==> src/hdl/ospfb_macros.svh <==
`ifndef OSPFB_MACROS_SVH
`define OSPFB_MACROS_SVH

// filter bank geometry
`define OSPFB_FFT_LEN 8      // branches per frame
`define OSPFB_DEC_FAC 6      // new samples per frame
`define OSPFB_PTAPS 4        // processing elements in the chain

// datapath widths
`define OSPFB_SAMPLE_W 16    // one part of a complex sample
`define OSPFB_COEFF_W 4      // signed tap coefficient

// output flow control
`define OSPFB_CREDIT_MAX 4   // credits held after reset

`endif

==> src/hdl/ospfb_ctrl_pkg.sv <==
`include "ospfb_macros.svh"

package ospfb_ctrl_pkg;

  typedef logic [$clog2(`OSPFB_FFT_LEN)-1:0] phase_t;         // decimation phase / branch
  typedef logic [$clog2(`OSPFB_CREDIT_MAX+1)-1:0] credit_t;   // 0..CREDIT_MAX

  typedef enum logic [1:0] {
    ST_WAIT,      // pipeline flushed, waiting for first sample
    ST_FORWARD,   // phases that take a new input
    ST_FEEDBACK   // phases that reuse the loop buffers
  } comm_state_t;

endpackage

==> src/hdl/ospfb_sample_pkg.sv <==
`include "ospfb_macros.svh"

package ospfb_sample_pkg;

  typedef logic signed [`OSPFB_SAMPLE_W-1:0] part_t;   // one signed part
  typedef logic [2*`OSPFB_SAMPLE_W-1:0] cplx_t;        // {imag, real}
  typedef logic signed [`OSPFB_COEFF_W-1:0] coeff_t;   // tap weight

  // coefficient for a tap and branch, spread over -3..3
  function automatic coeff_t coeff_of(
    input int tap,
    input int branch
  );
    int idx;
    idx = (tap * `OSPFB_FFT_LEN + branch) % 7;
    return coeff_t'(idx - 3);
  endfunction

endpackage

==> src/hdl/ospfb_credit_out.sv <==
`include "ospfb_macros.svh"

module ospfb_credit_out (
  input  logic                    clk,
  input  logic                    rst,
  input  logic                    adv,
  input  logic                    vin,
  input  ospfb_sample_pkg::cplx_t din,
  input  logic                    credit_return,
  output logic                    credit_ok,
  output logic                    out_valid,
  output ospfb_sample_pkg::cplx_t out_data
);

  import ospfb_ctrl_pkg::*;

  credit_t credits;   // free slots at the sink
  logic    take;      // item loaded into the output register

  assign take      = adv & vin;
  assign credit_ok = (credits != '0);

  // charged when the item is loaded, a cycle before out_valid shows it
  always_ff @(posedge clk) begin
    if (rst) begin
      credits   <= credit_t'(`OSPFB_CREDIT_MAX);
      out_valid <= 1'b0;
    end else begin
      out_valid <= take;
      case ({take, credit_return})
        2'b10:   credits <= credits - 1'b1;
        2'b01:   credits <= credits + 1'b1;
        default: credits <= credits;     // none, or one out and one back
      endcase
    end
  end

  always_ff @(posedge clk) begin
    if (take) begin
      out_data <= din;
    end
  end

endmodule

==> src/hdl/ospfb_delay_line.sv <==
module ospfb_delay_line #(
  parameter int DEPTH = 2,
  parameter int WIDTH = 1
) (
  input  logic             clk,
  input  logic             rst,
  input  logic             adv,
  input  logic [WIDTH-1:0] din,
  output logic [WIDTH-1:0] dout
);

  logic [WIDTH-1:0] taps [DEPTH];   // taps[0] is the newest entry

  always_ff @(posedge clk) begin
    if (rst) begin
      for (int i = 0; i < DEPTH; i++) begin
        taps[i] <= '0;                // flush so early frames sum to zero
      end
    end else if (adv) begin
      taps[0] <= din;
      for (int i = 1; i < DEPTH; i++) begin
        taps[i] <= taps[i-1];
      end
    end
  end

  assign dout = taps[DEPTH-1];      // value from DEPTH advances ago

endmodule

==> src/hdl/ospfb_pe.sv <==
`include "ospfb_macros.svh"

module ospfb_pe #(
  parameter int TAP = 0
) (
  input  logic                    clk,
  input  logic                    pipe_rst,
  input  logic                    adv,
  input  logic                    vin,
  input  ospfb_sample_pkg::cplx_t din,
  input  ospfb_sample_pkg::cplx_t sin,
  output logic                    vout,
  output ospfb_sample_pkg::cplx_t dout,
  output ospfb_sample_pkg::cplx_t sout
);

  import ospfb_sample_pkg::*;
  import ospfb_ctrl_pkg::*;

  localparam int SW       = `OSPFB_SAMPLE_W;
  localparam int CW       = 2 * `OSPFB_SAMPLE_W;
  localparam int LOOP_LEN = `OSPFB_FFT_LEN - `OSPFB_DEC_FAC;   // samples reused per frame

  phase_t coef_ctr;   // branch served this slot
  coeff_t h;
  cplx_t  a;          // sample into the mac
  cplx_t  loop_q;
  cplx_t  mac;
  part_t  a_re;
  part_t  a_im;
  part_t  s_re;
  part_t  s_im;
  part_t  mac_re;
  part_t  mac_im;

  // branches run downward, the first accepted sample lands in branch DEC_FAC-1
  always_ff @(posedge clk) begin
    if (pipe_rst) begin
      coef_ctr <= phase_t'(`OSPFB_DEC_FAC - 1);
    end else if (adv) begin
      coef_ctr <= coef_ctr - 1'b1;
    end
  end

  assign h = coeff_of(TAP, int'(coef_ctr));

  assign a = vin ? din : loop_q;    // new sample or the one from LOOP_LEN slots back

  assign a_re = part_t'(a[SW-1:0]);
  assign a_im = part_t'(a[CW-1:SW]);
  assign s_re = part_t'(sin[SW-1:0]);
  assign s_im = part_t'(sin[CW-1:SW]);

  assign mac_re = s_re + a_re * h;  // wraps at the part width
  assign mac_im = s_im + a_im * h;
  assign mac    = {mac_im, mac_re};

  ospfb_delay_line #(.DEPTH(LOOP_LEN), .WIDTH(CW)) loop_buf (
    .clk(clk), .rst(pipe_rst), .adv(adv), .din(a), .dout(loop_q)
  );

  // two frames later the next tap needs this sample
  ospfb_delay_line #(.DEPTH(2*`OSPFB_FFT_LEN), .WIDTH(CW)) data_buf (
    .clk(clk), .rst(pipe_rst), .adv(adv), .din(loop_q), .dout(dout)
  );

  ospfb_delay_line #(.DEPTH(`OSPFB_FFT_LEN), .WIDTH(CW)) sum_buf (
    .clk(clk), .rst(pipe_rst), .adv(adv), .din(mac), .dout(sout)
  );

  ospfb_delay_line #(.DEPTH(`OSPFB_FFT_LEN), .WIDTH(1)) valid_buf (
    .clk(clk), .rst(pipe_rst), .adv(adv), .din(vin), .dout(vout)
  );

endmodule

==> src/hdl/ospfb_phase_comp.sv <==
`include "ospfb_macros.svh"

module ospfb_phase_comp (
  input  logic                    clk,
  input  logic                    pipe_rst,
  input  logic                    adv,
  input  logic                    vin,
  input  ospfb_sample_pkg::cplx_t din,
  output logic                    vout,
  output ospfb_sample_pkg::cplx_t dout
);

  import ospfb_sample_pkg::*;
  import ospfb_ctrl_pkg::*;

  localparam phase_t LAST_BR = phase_t'(`OSPFB_FFT_LEN - 1);
  localparam phase_t ROT_STEP = phase_t'(`OSPFB_DEC_FAC);

  cplx_t  mem [2*`OSPFB_FFT_LEN];   // two frame halves
  phase_t wr_br;                    // branch arriving from the last tap
  phase_t rd_pos;                   // output position within the frame
  phase_t rd_br;                    // rotated branch to read
  phase_t rot;                      // rotation of the frame being read
  logic   wr_sel;                   // half being written
  logic   acc_v;                    // frame being written holds real data
  logic   rd_v;                     // frame being read holds real data

  assign rd_pos = LAST_BR - wr_br;  // position steps up as branches step down
  assign rd_br  = rd_pos + rot;     // wraps at FFT_LEN

  always_ff @(posedge clk) begin
    if (pipe_rst) begin
      wr_br  <= phase_t'(`OSPFB_DEC_FAC - 1);  // same branch order as the taps
      wr_sel <= 1'b0;
      acc_v  <= 1'b0;
      rd_v   <= 1'b0;
      rot    <= '0;
    end else if (adv) begin
      wr_br <= (wr_br == '0) ? LAST_BR : wr_br - 1'b1;
      if (wr_br == '0) begin
        wr_sel <= ~wr_sel;              // swap halves at frame end
        rd_v   <= acc_v | vin;
        acc_v  <= 1'b0;
        if (rd_v) begin
          rot <= rot + ROT_STEP;        // next frame shifts by DEC_FAC
        end
      end else begin
        acc_v <= acc_v | vin;
      end
    end
  end

  always_ff @(posedge clk) begin
    if (adv) begin
      mem[{wr_sel, wr_br}] <= din;      // stored by branch
    end
  end

  assign dout = mem[{~wr_sel, rd_br}];
  assign vout = rd_v;

endmodule

==> src/hdl/ospfb_phase_ctrl.sv <==
`include "ospfb_macros.svh"

module ospfb_phase_ctrl (
  input  logic clk,
  input  logic rst,
  input  logic in_valid,
  input  logic credit_ok,
  output logic in_ready,
  output logic adv,
  output logic fresh,
  output logic pipe_rst
);

  import ospfb_ctrl_pkg::*;

  localparam phase_t LAST_PH  = phase_t'(`OSPFB_FFT_LEN - 1);   // wrap point
  localparam phase_t FIRST_FB = phase_t'(`OSPFB_DEC_FAC);       // first feedback phase

  comm_state_t state;
  comm_state_t state_nxt;
  phase_t      phase;       // commutator position
  phase_t      phase_nxt;
  logic        fwd;
  logic        fb;

  assign fwd = (state == ST_FORWARD);
  assign fb  = (state == ST_FEEDBACK);

  // forward slots need a sample, feedback slots only need room downstream
  assign adv      = credit_ok & ((fwd & in_valid) | fb);
  assign in_ready = fwd & credit_ok;
  assign fresh    = adv & fwd;                  // sample taken this slot
  assign pipe_rst = (state == ST_WAIT);         // also true through reset

  assign phase_nxt = (phase == LAST_PH) ? '0 : phase + 1'b1;

  always_comb begin
    state_nxt = state;
    case (state)
      ST_WAIT: begin
        if (in_valid) begin
          state_nxt = ST_FORWARD;               // phase 0 is forward
        end
      end
      default: begin
        if (adv) begin
          state_nxt = (phase_nxt < FIRST_FB) ? ST_FORWARD : ST_FEEDBACK;
        end
      end
    endcase
  end

  always_ff @(posedge clk) begin
    if (rst) begin
      state <= ST_WAIT;
      phase <= '0;
    end else begin
      state <= state_nxt;
      if (adv) begin
        phase <= phase_nxt;                     // held while stalled
      end
    end
  end

endmodule

==> src/hdl/ospfb_top.sv <==
`include "ospfb_macros.svh"

module ospfb_top (
  input  logic                    clk,
  input  logic                    rst,
  input  logic                    in_valid,
  input  ospfb_sample_pkg::cplx_t in_data,
  output logic                    in_ready,
  output logic                    out_valid,
  output ospfb_sample_pkg::cplx_t out_data,
  input  logic                    credit_return
);

  import ospfb_sample_pkg::*;

  logic                     credit_ok;
  logic                     adv;        // single advance for every stage
  logic                     fresh;
  logic                     pipe_rst;
  logic [`OSPFB_PTAPS:0]    v_chain;    // valid between taps
  cplx_t [`OSPFB_PTAPS:0]   d_chain;    // samples between taps
  cplx_t [`OSPFB_PTAPS:0]   s_chain;    // partial sums between taps
  logic                     pc_valid;
  cplx_t                    pc_data;

  ospfb_phase_ctrl phase_ctrl0 (
    .clk(clk), .rst(rst), .in_valid(in_valid), .credit_ok(credit_ok),
    .in_ready(in_ready), .adv(adv), .fresh(fresh), .pipe_rst(pipe_rst)
  );

  assign v_chain[0] = fresh;
  assign d_chain[0] = in_data;
  assign s_chain[0] = '0;        // chain starts from an empty sum

  for (genvar i = 0; i < `OSPFB_PTAPS; i++) begin : g_tap
    ospfb_pe #(.TAP(i)) pe (
      .clk(clk), .pipe_rst(pipe_rst), .adv(adv),
      .vin(v_chain[i]), .din(d_chain[i]), .sin(s_chain[i]),
      .vout(v_chain[i+1]), .dout(d_chain[i+1]), .sout(s_chain[i+1])
    );
  end

  // last tap sum carries the full branch result
  ospfb_phase_comp phase_comp0 (
    .clk(clk), .pipe_rst(pipe_rst), .adv(adv),
    .vin(v_chain[`OSPFB_PTAPS]), .din(s_chain[`OSPFB_PTAPS]),
    .vout(pc_valid), .dout(pc_data)
  );

  ospfb_credit_out credit_out0 (
    .clk(clk), .rst(rst), .adv(adv), .vin(pc_valid), .din(pc_data),
    .credit_return(credit_return), .credit_ok(credit_ok),
    .out_valid(out_valid), .out_data(out_data)
  );

endmodule

==> config.mk <==
export PLATFORM = sky130hd
export DESIGN_NAME = ospfb_top
export DESIGN_NICKNAME = d
export VERILOG_FILES = /design/src/hdl/ospfb_ctrl_pkg.sv /design/src/hdl/ospfb_sample_pkg.sv /design/src/hdl/ospfb_credit_out.sv /design/src/hdl/ospfb_delay_line.sv /design/src/hdl/ospfb_pe.sv /design/src/hdl/ospfb_phase_comp.sv /design/src/hdl/ospfb_phase_ctrl.sv /design/src/hdl/ospfb_top.sv
export VERILOG_INCLUDE_DIRS = /design/src /design/src/hdl
export SDC_FILE = /design/constraint.sdc
export NUM_CORES = 2
export LEC_CHECK = 0
export BUFFER_PORTS_ARGS = -buffer_cell sky130_fd_sc_hd__buf_2
export CAP_MARGIN = 20
export CORE_MARGIN = 2
export CORE_UTILIZATION = 38
export CTS_CLUSTER_SIZE = 12
export DETAILED_ROUTE_END_ITERATION = 16
export PLACE_DENSITY = 0.64
export SYNTH_ARGS = -nofsm -noshare
export SYNTH_HDL_FRONTEND = slang
export SYNTH_HIERARCHICAL = 1
export SYNTH_SLANG_ARGS = --single-unit
==> constraint.sdc <==
create_clock -name clk -period 37.7 [get_ports clk]
set_clock_uncertainty 0.15 [all_clocks]
set_input_delay 3.77 -clock clk [delete_from_list [all_inputs] [get_ports clk]]
set_output_delay 3.77 -clock clk [all_outputs]
set_load 0.1 [all_outputs]
==> summary.txt <==
==============================================================================
Clock tree root driver cell                                       sky130_fd_sc_hd__clkbuf_16
Number of detailed-routing iterations run before antenna repair              5
Area of the mapped netlist                                          157000 um2
Via count of the first global-routing pass                               76700
Initial core utilization                                                 0.382
Number of clock buffers inserted by TritonCTS                              348
Die outline width                                                       646 um
Hold path cells                                                              2
TritonCTS clock tree                                                      done
Average via count per standard cell                                       4.80
Wire length of the first global-routing pass                         420000 um
Nets                                                                     10300
Number of remaining DRC errors                                               0
Most frequent cells in the layout                                 sky130_fd_sc_hd__edfxtp_1 (3392), sky130_fd_sc_hd__and3b_1 (2010), sky130_fd_sc_hd__nor2b_1 (906)
RSZ-0062 raised after global routing                                        no
Achievable clock frequency                                             112 MHz
Worst-case hold slack                                                 0.337 ns
Post-cts resize count                                                        0
Antenna violations before repair                                             6
Pin count of the biggest net entering global routing                       262
Shortest period the worst path allows                                  8.92 ns
Count of pins on the block boundary                                         70
Period Utilization, post-route                                           0.237
Buffers inserted during post-CTS setup optimization                          0
DRC marker count from the first detailed-route iteration                  4981
Via count                                                                73600
Clock sink count                                                          3421
Worst hold-check path type                                          reg -> reg
Max-Slew Margin vs Limit                                                 0.188
Final design utilization                                                 0.411
Total number of placement rows                                             235
Area delta synth->final                                                  7.73%
Share of post-route cells with drive strength above 1                   0.0731
Slew Viols, Final                                                            0
Final count of hold timing violations                                        0
Die area                                                            417000 um2
Static power due to leakage                                            72.5 nW
Antenna Violating Nets Remaining                                             0
Overall Power                                                          9.21 mW
Insertion delay to the later sink of the worst-skew pair               0.87 ns
Per-instance average area after synthesis                             15.5 um2
Element type at the critical path start                             input port
Data arrival at the endpoint of the critical path                      9.24 ns
Critical path endpoint category                                      flip-flop
P per Cell Area                                                    54.6 nW/um2
Number of H-tree levels                                                      5
CP Max Fanout                                                              182
Final global-route overflow total                                            0
Core Box Area                                                       410000 um2
Total wire length                                                    263000 um
Most common cell after layout, fill and taps aside                sky130_fd_sc_hd__edfxtp_1
Count of hold-fix buffers inserted at cts                                    0
Total of warnings raised by yosys                                            6
Average wire per standard cell                                         17.1 um
Worst-case register-to-register setup slack                           30.17 ns
Largest vdd supply drop                                              0.0347 mV
Final setup violation count                                                  0
Final Wtd Congestion                                                     0.824
Worst-path clk slew                                                    0.05 ns
Depth of the worst register-to-register path                                24
Worst setup path class                                               in -> reg
Sum of net half-perimeters after detailed placement                  152000 um
MaxCap Viol Count                                                            0
Setup TNS                                                                 0 ns
Total global routing track utilization                                   0.124
Worst Slack Setup Final                                               28.78 ns
Required time worst endpoint                                          38.02 ns
Worst Tran Pin Value                                                   1.18 ns
Run status                                                        finished clean
Die H                                                                   646 um
Synthesized netlist cell count                                           10100
Buffers from clock root to sink, at most                                     4
Count of input and output buffers                                           69
DP Worst Slack                                                        27.71 ns
==============================================================================
-- worst paths after layout --
path                                                            from                                               to
worst max-delay path                                        in_valid  g_tap[2].pe/data_buf/taps[0][374]$_SDFFCE_PP0P_
worst min-delay path               phase_ctrl0/phase[2]$_SDFFE_PP0P_                phase_ctrl0/phase[2]$_SDFFE_PP0P_
worst max register to register  g_tap[3].pe/coef_ctr[1]$_SDFFE_PP0P_    g_tap[3].pe/sum_buf/taps[0][15]$_SDFFCE_PN0P_
worst min register to register     phase_ctrl0/phase[2]$_SDFFE_PP0P_                phase_ctrl0/phase[2]$_SDFFE_PP0P_
-- per-layer routing --
layer	up-vias	share of wire	track usage
met2	919	0.52	0.224
met4	0	0.039	0.0493
met5	-	0	0
met3	444	0.028	0.0159
met1	37100	0.42	0.149
li1	35100	-	-
-- state kept, by name (all words and copies together) (netlist names) --
register and flops:
g_tap.pe/coef_ctr 12, phase_ctrl0/phase 3, g_tap.pe/sum_buf/taps 1024, g_tap.pe/loop_buf/taps 256, g_tap.pe/data_buf/taps 1536, phase_ctrl0/state 2
phase_comp0/vout 1, credit_out0/out_valid 1, phase_comp0/mem 512, credit_out0/credits 3, g_tap.pe/valid_buf/taps 32, phase_comp0/wr_sel 1
phase_comp0/rot 2, phase_comp0/wr_br 3, phase_comp0/acc_v 1, credit_out0/out_data 32
-- cell type report --
| class | count | area, um2 |
|---|---|---|
| inverters | 744 | 2790 |
| flip-flops and latches | 3421 | 102000 |
| multi-input cells | 4987 | 45400 |
| well taps | 5451 | 6820 |
| fillers | 36800 | 241000 |
| repair buffers | 186 | 1430 |
| clock inverters | 76 | 479 |
| clock buffers | 444 | 9270 |
| diodes | 8 | 20.0 |
-- critical path, stage by stage --
cell,delay [ns]
sky130_fd_sc_hd__buf_2,0.11
sky130_fd_sc_hd__and4b_4,0.22
sky130_fd_sc_hd__buf_4,0.49
sky130_fd_sc_hd__a31o_4,0.50
sky130_fd_sc_hd__or2_4,0.88
sky130_fd_sc_hd__buf_12,0.70
sky130_fd_sc_hd__buf_4,0.89
sky130_fd_sc_hd__buf_4,0.77
sky130_fd_sc_hd__buf_4,0.73
-- where the power goes --
part	switching [mW]	total, mW	internal, mW
clock network	1.34	3.06	1.72
logic	0.958	1.59	0.635
registers	0.0797	4.55	4.47
total	2.38	9.21	6.83
-- through the flow --
step	cell area (um2)	cells
3_5_place_dp	159000	14800
6_report	169000	15300
4_1_cts	168000	15300
5_1_grt	169000	15300
2_1_floorplan	157000	10100
3_3_place_gp	159000	14800
(Power assumes the default switching activity.)
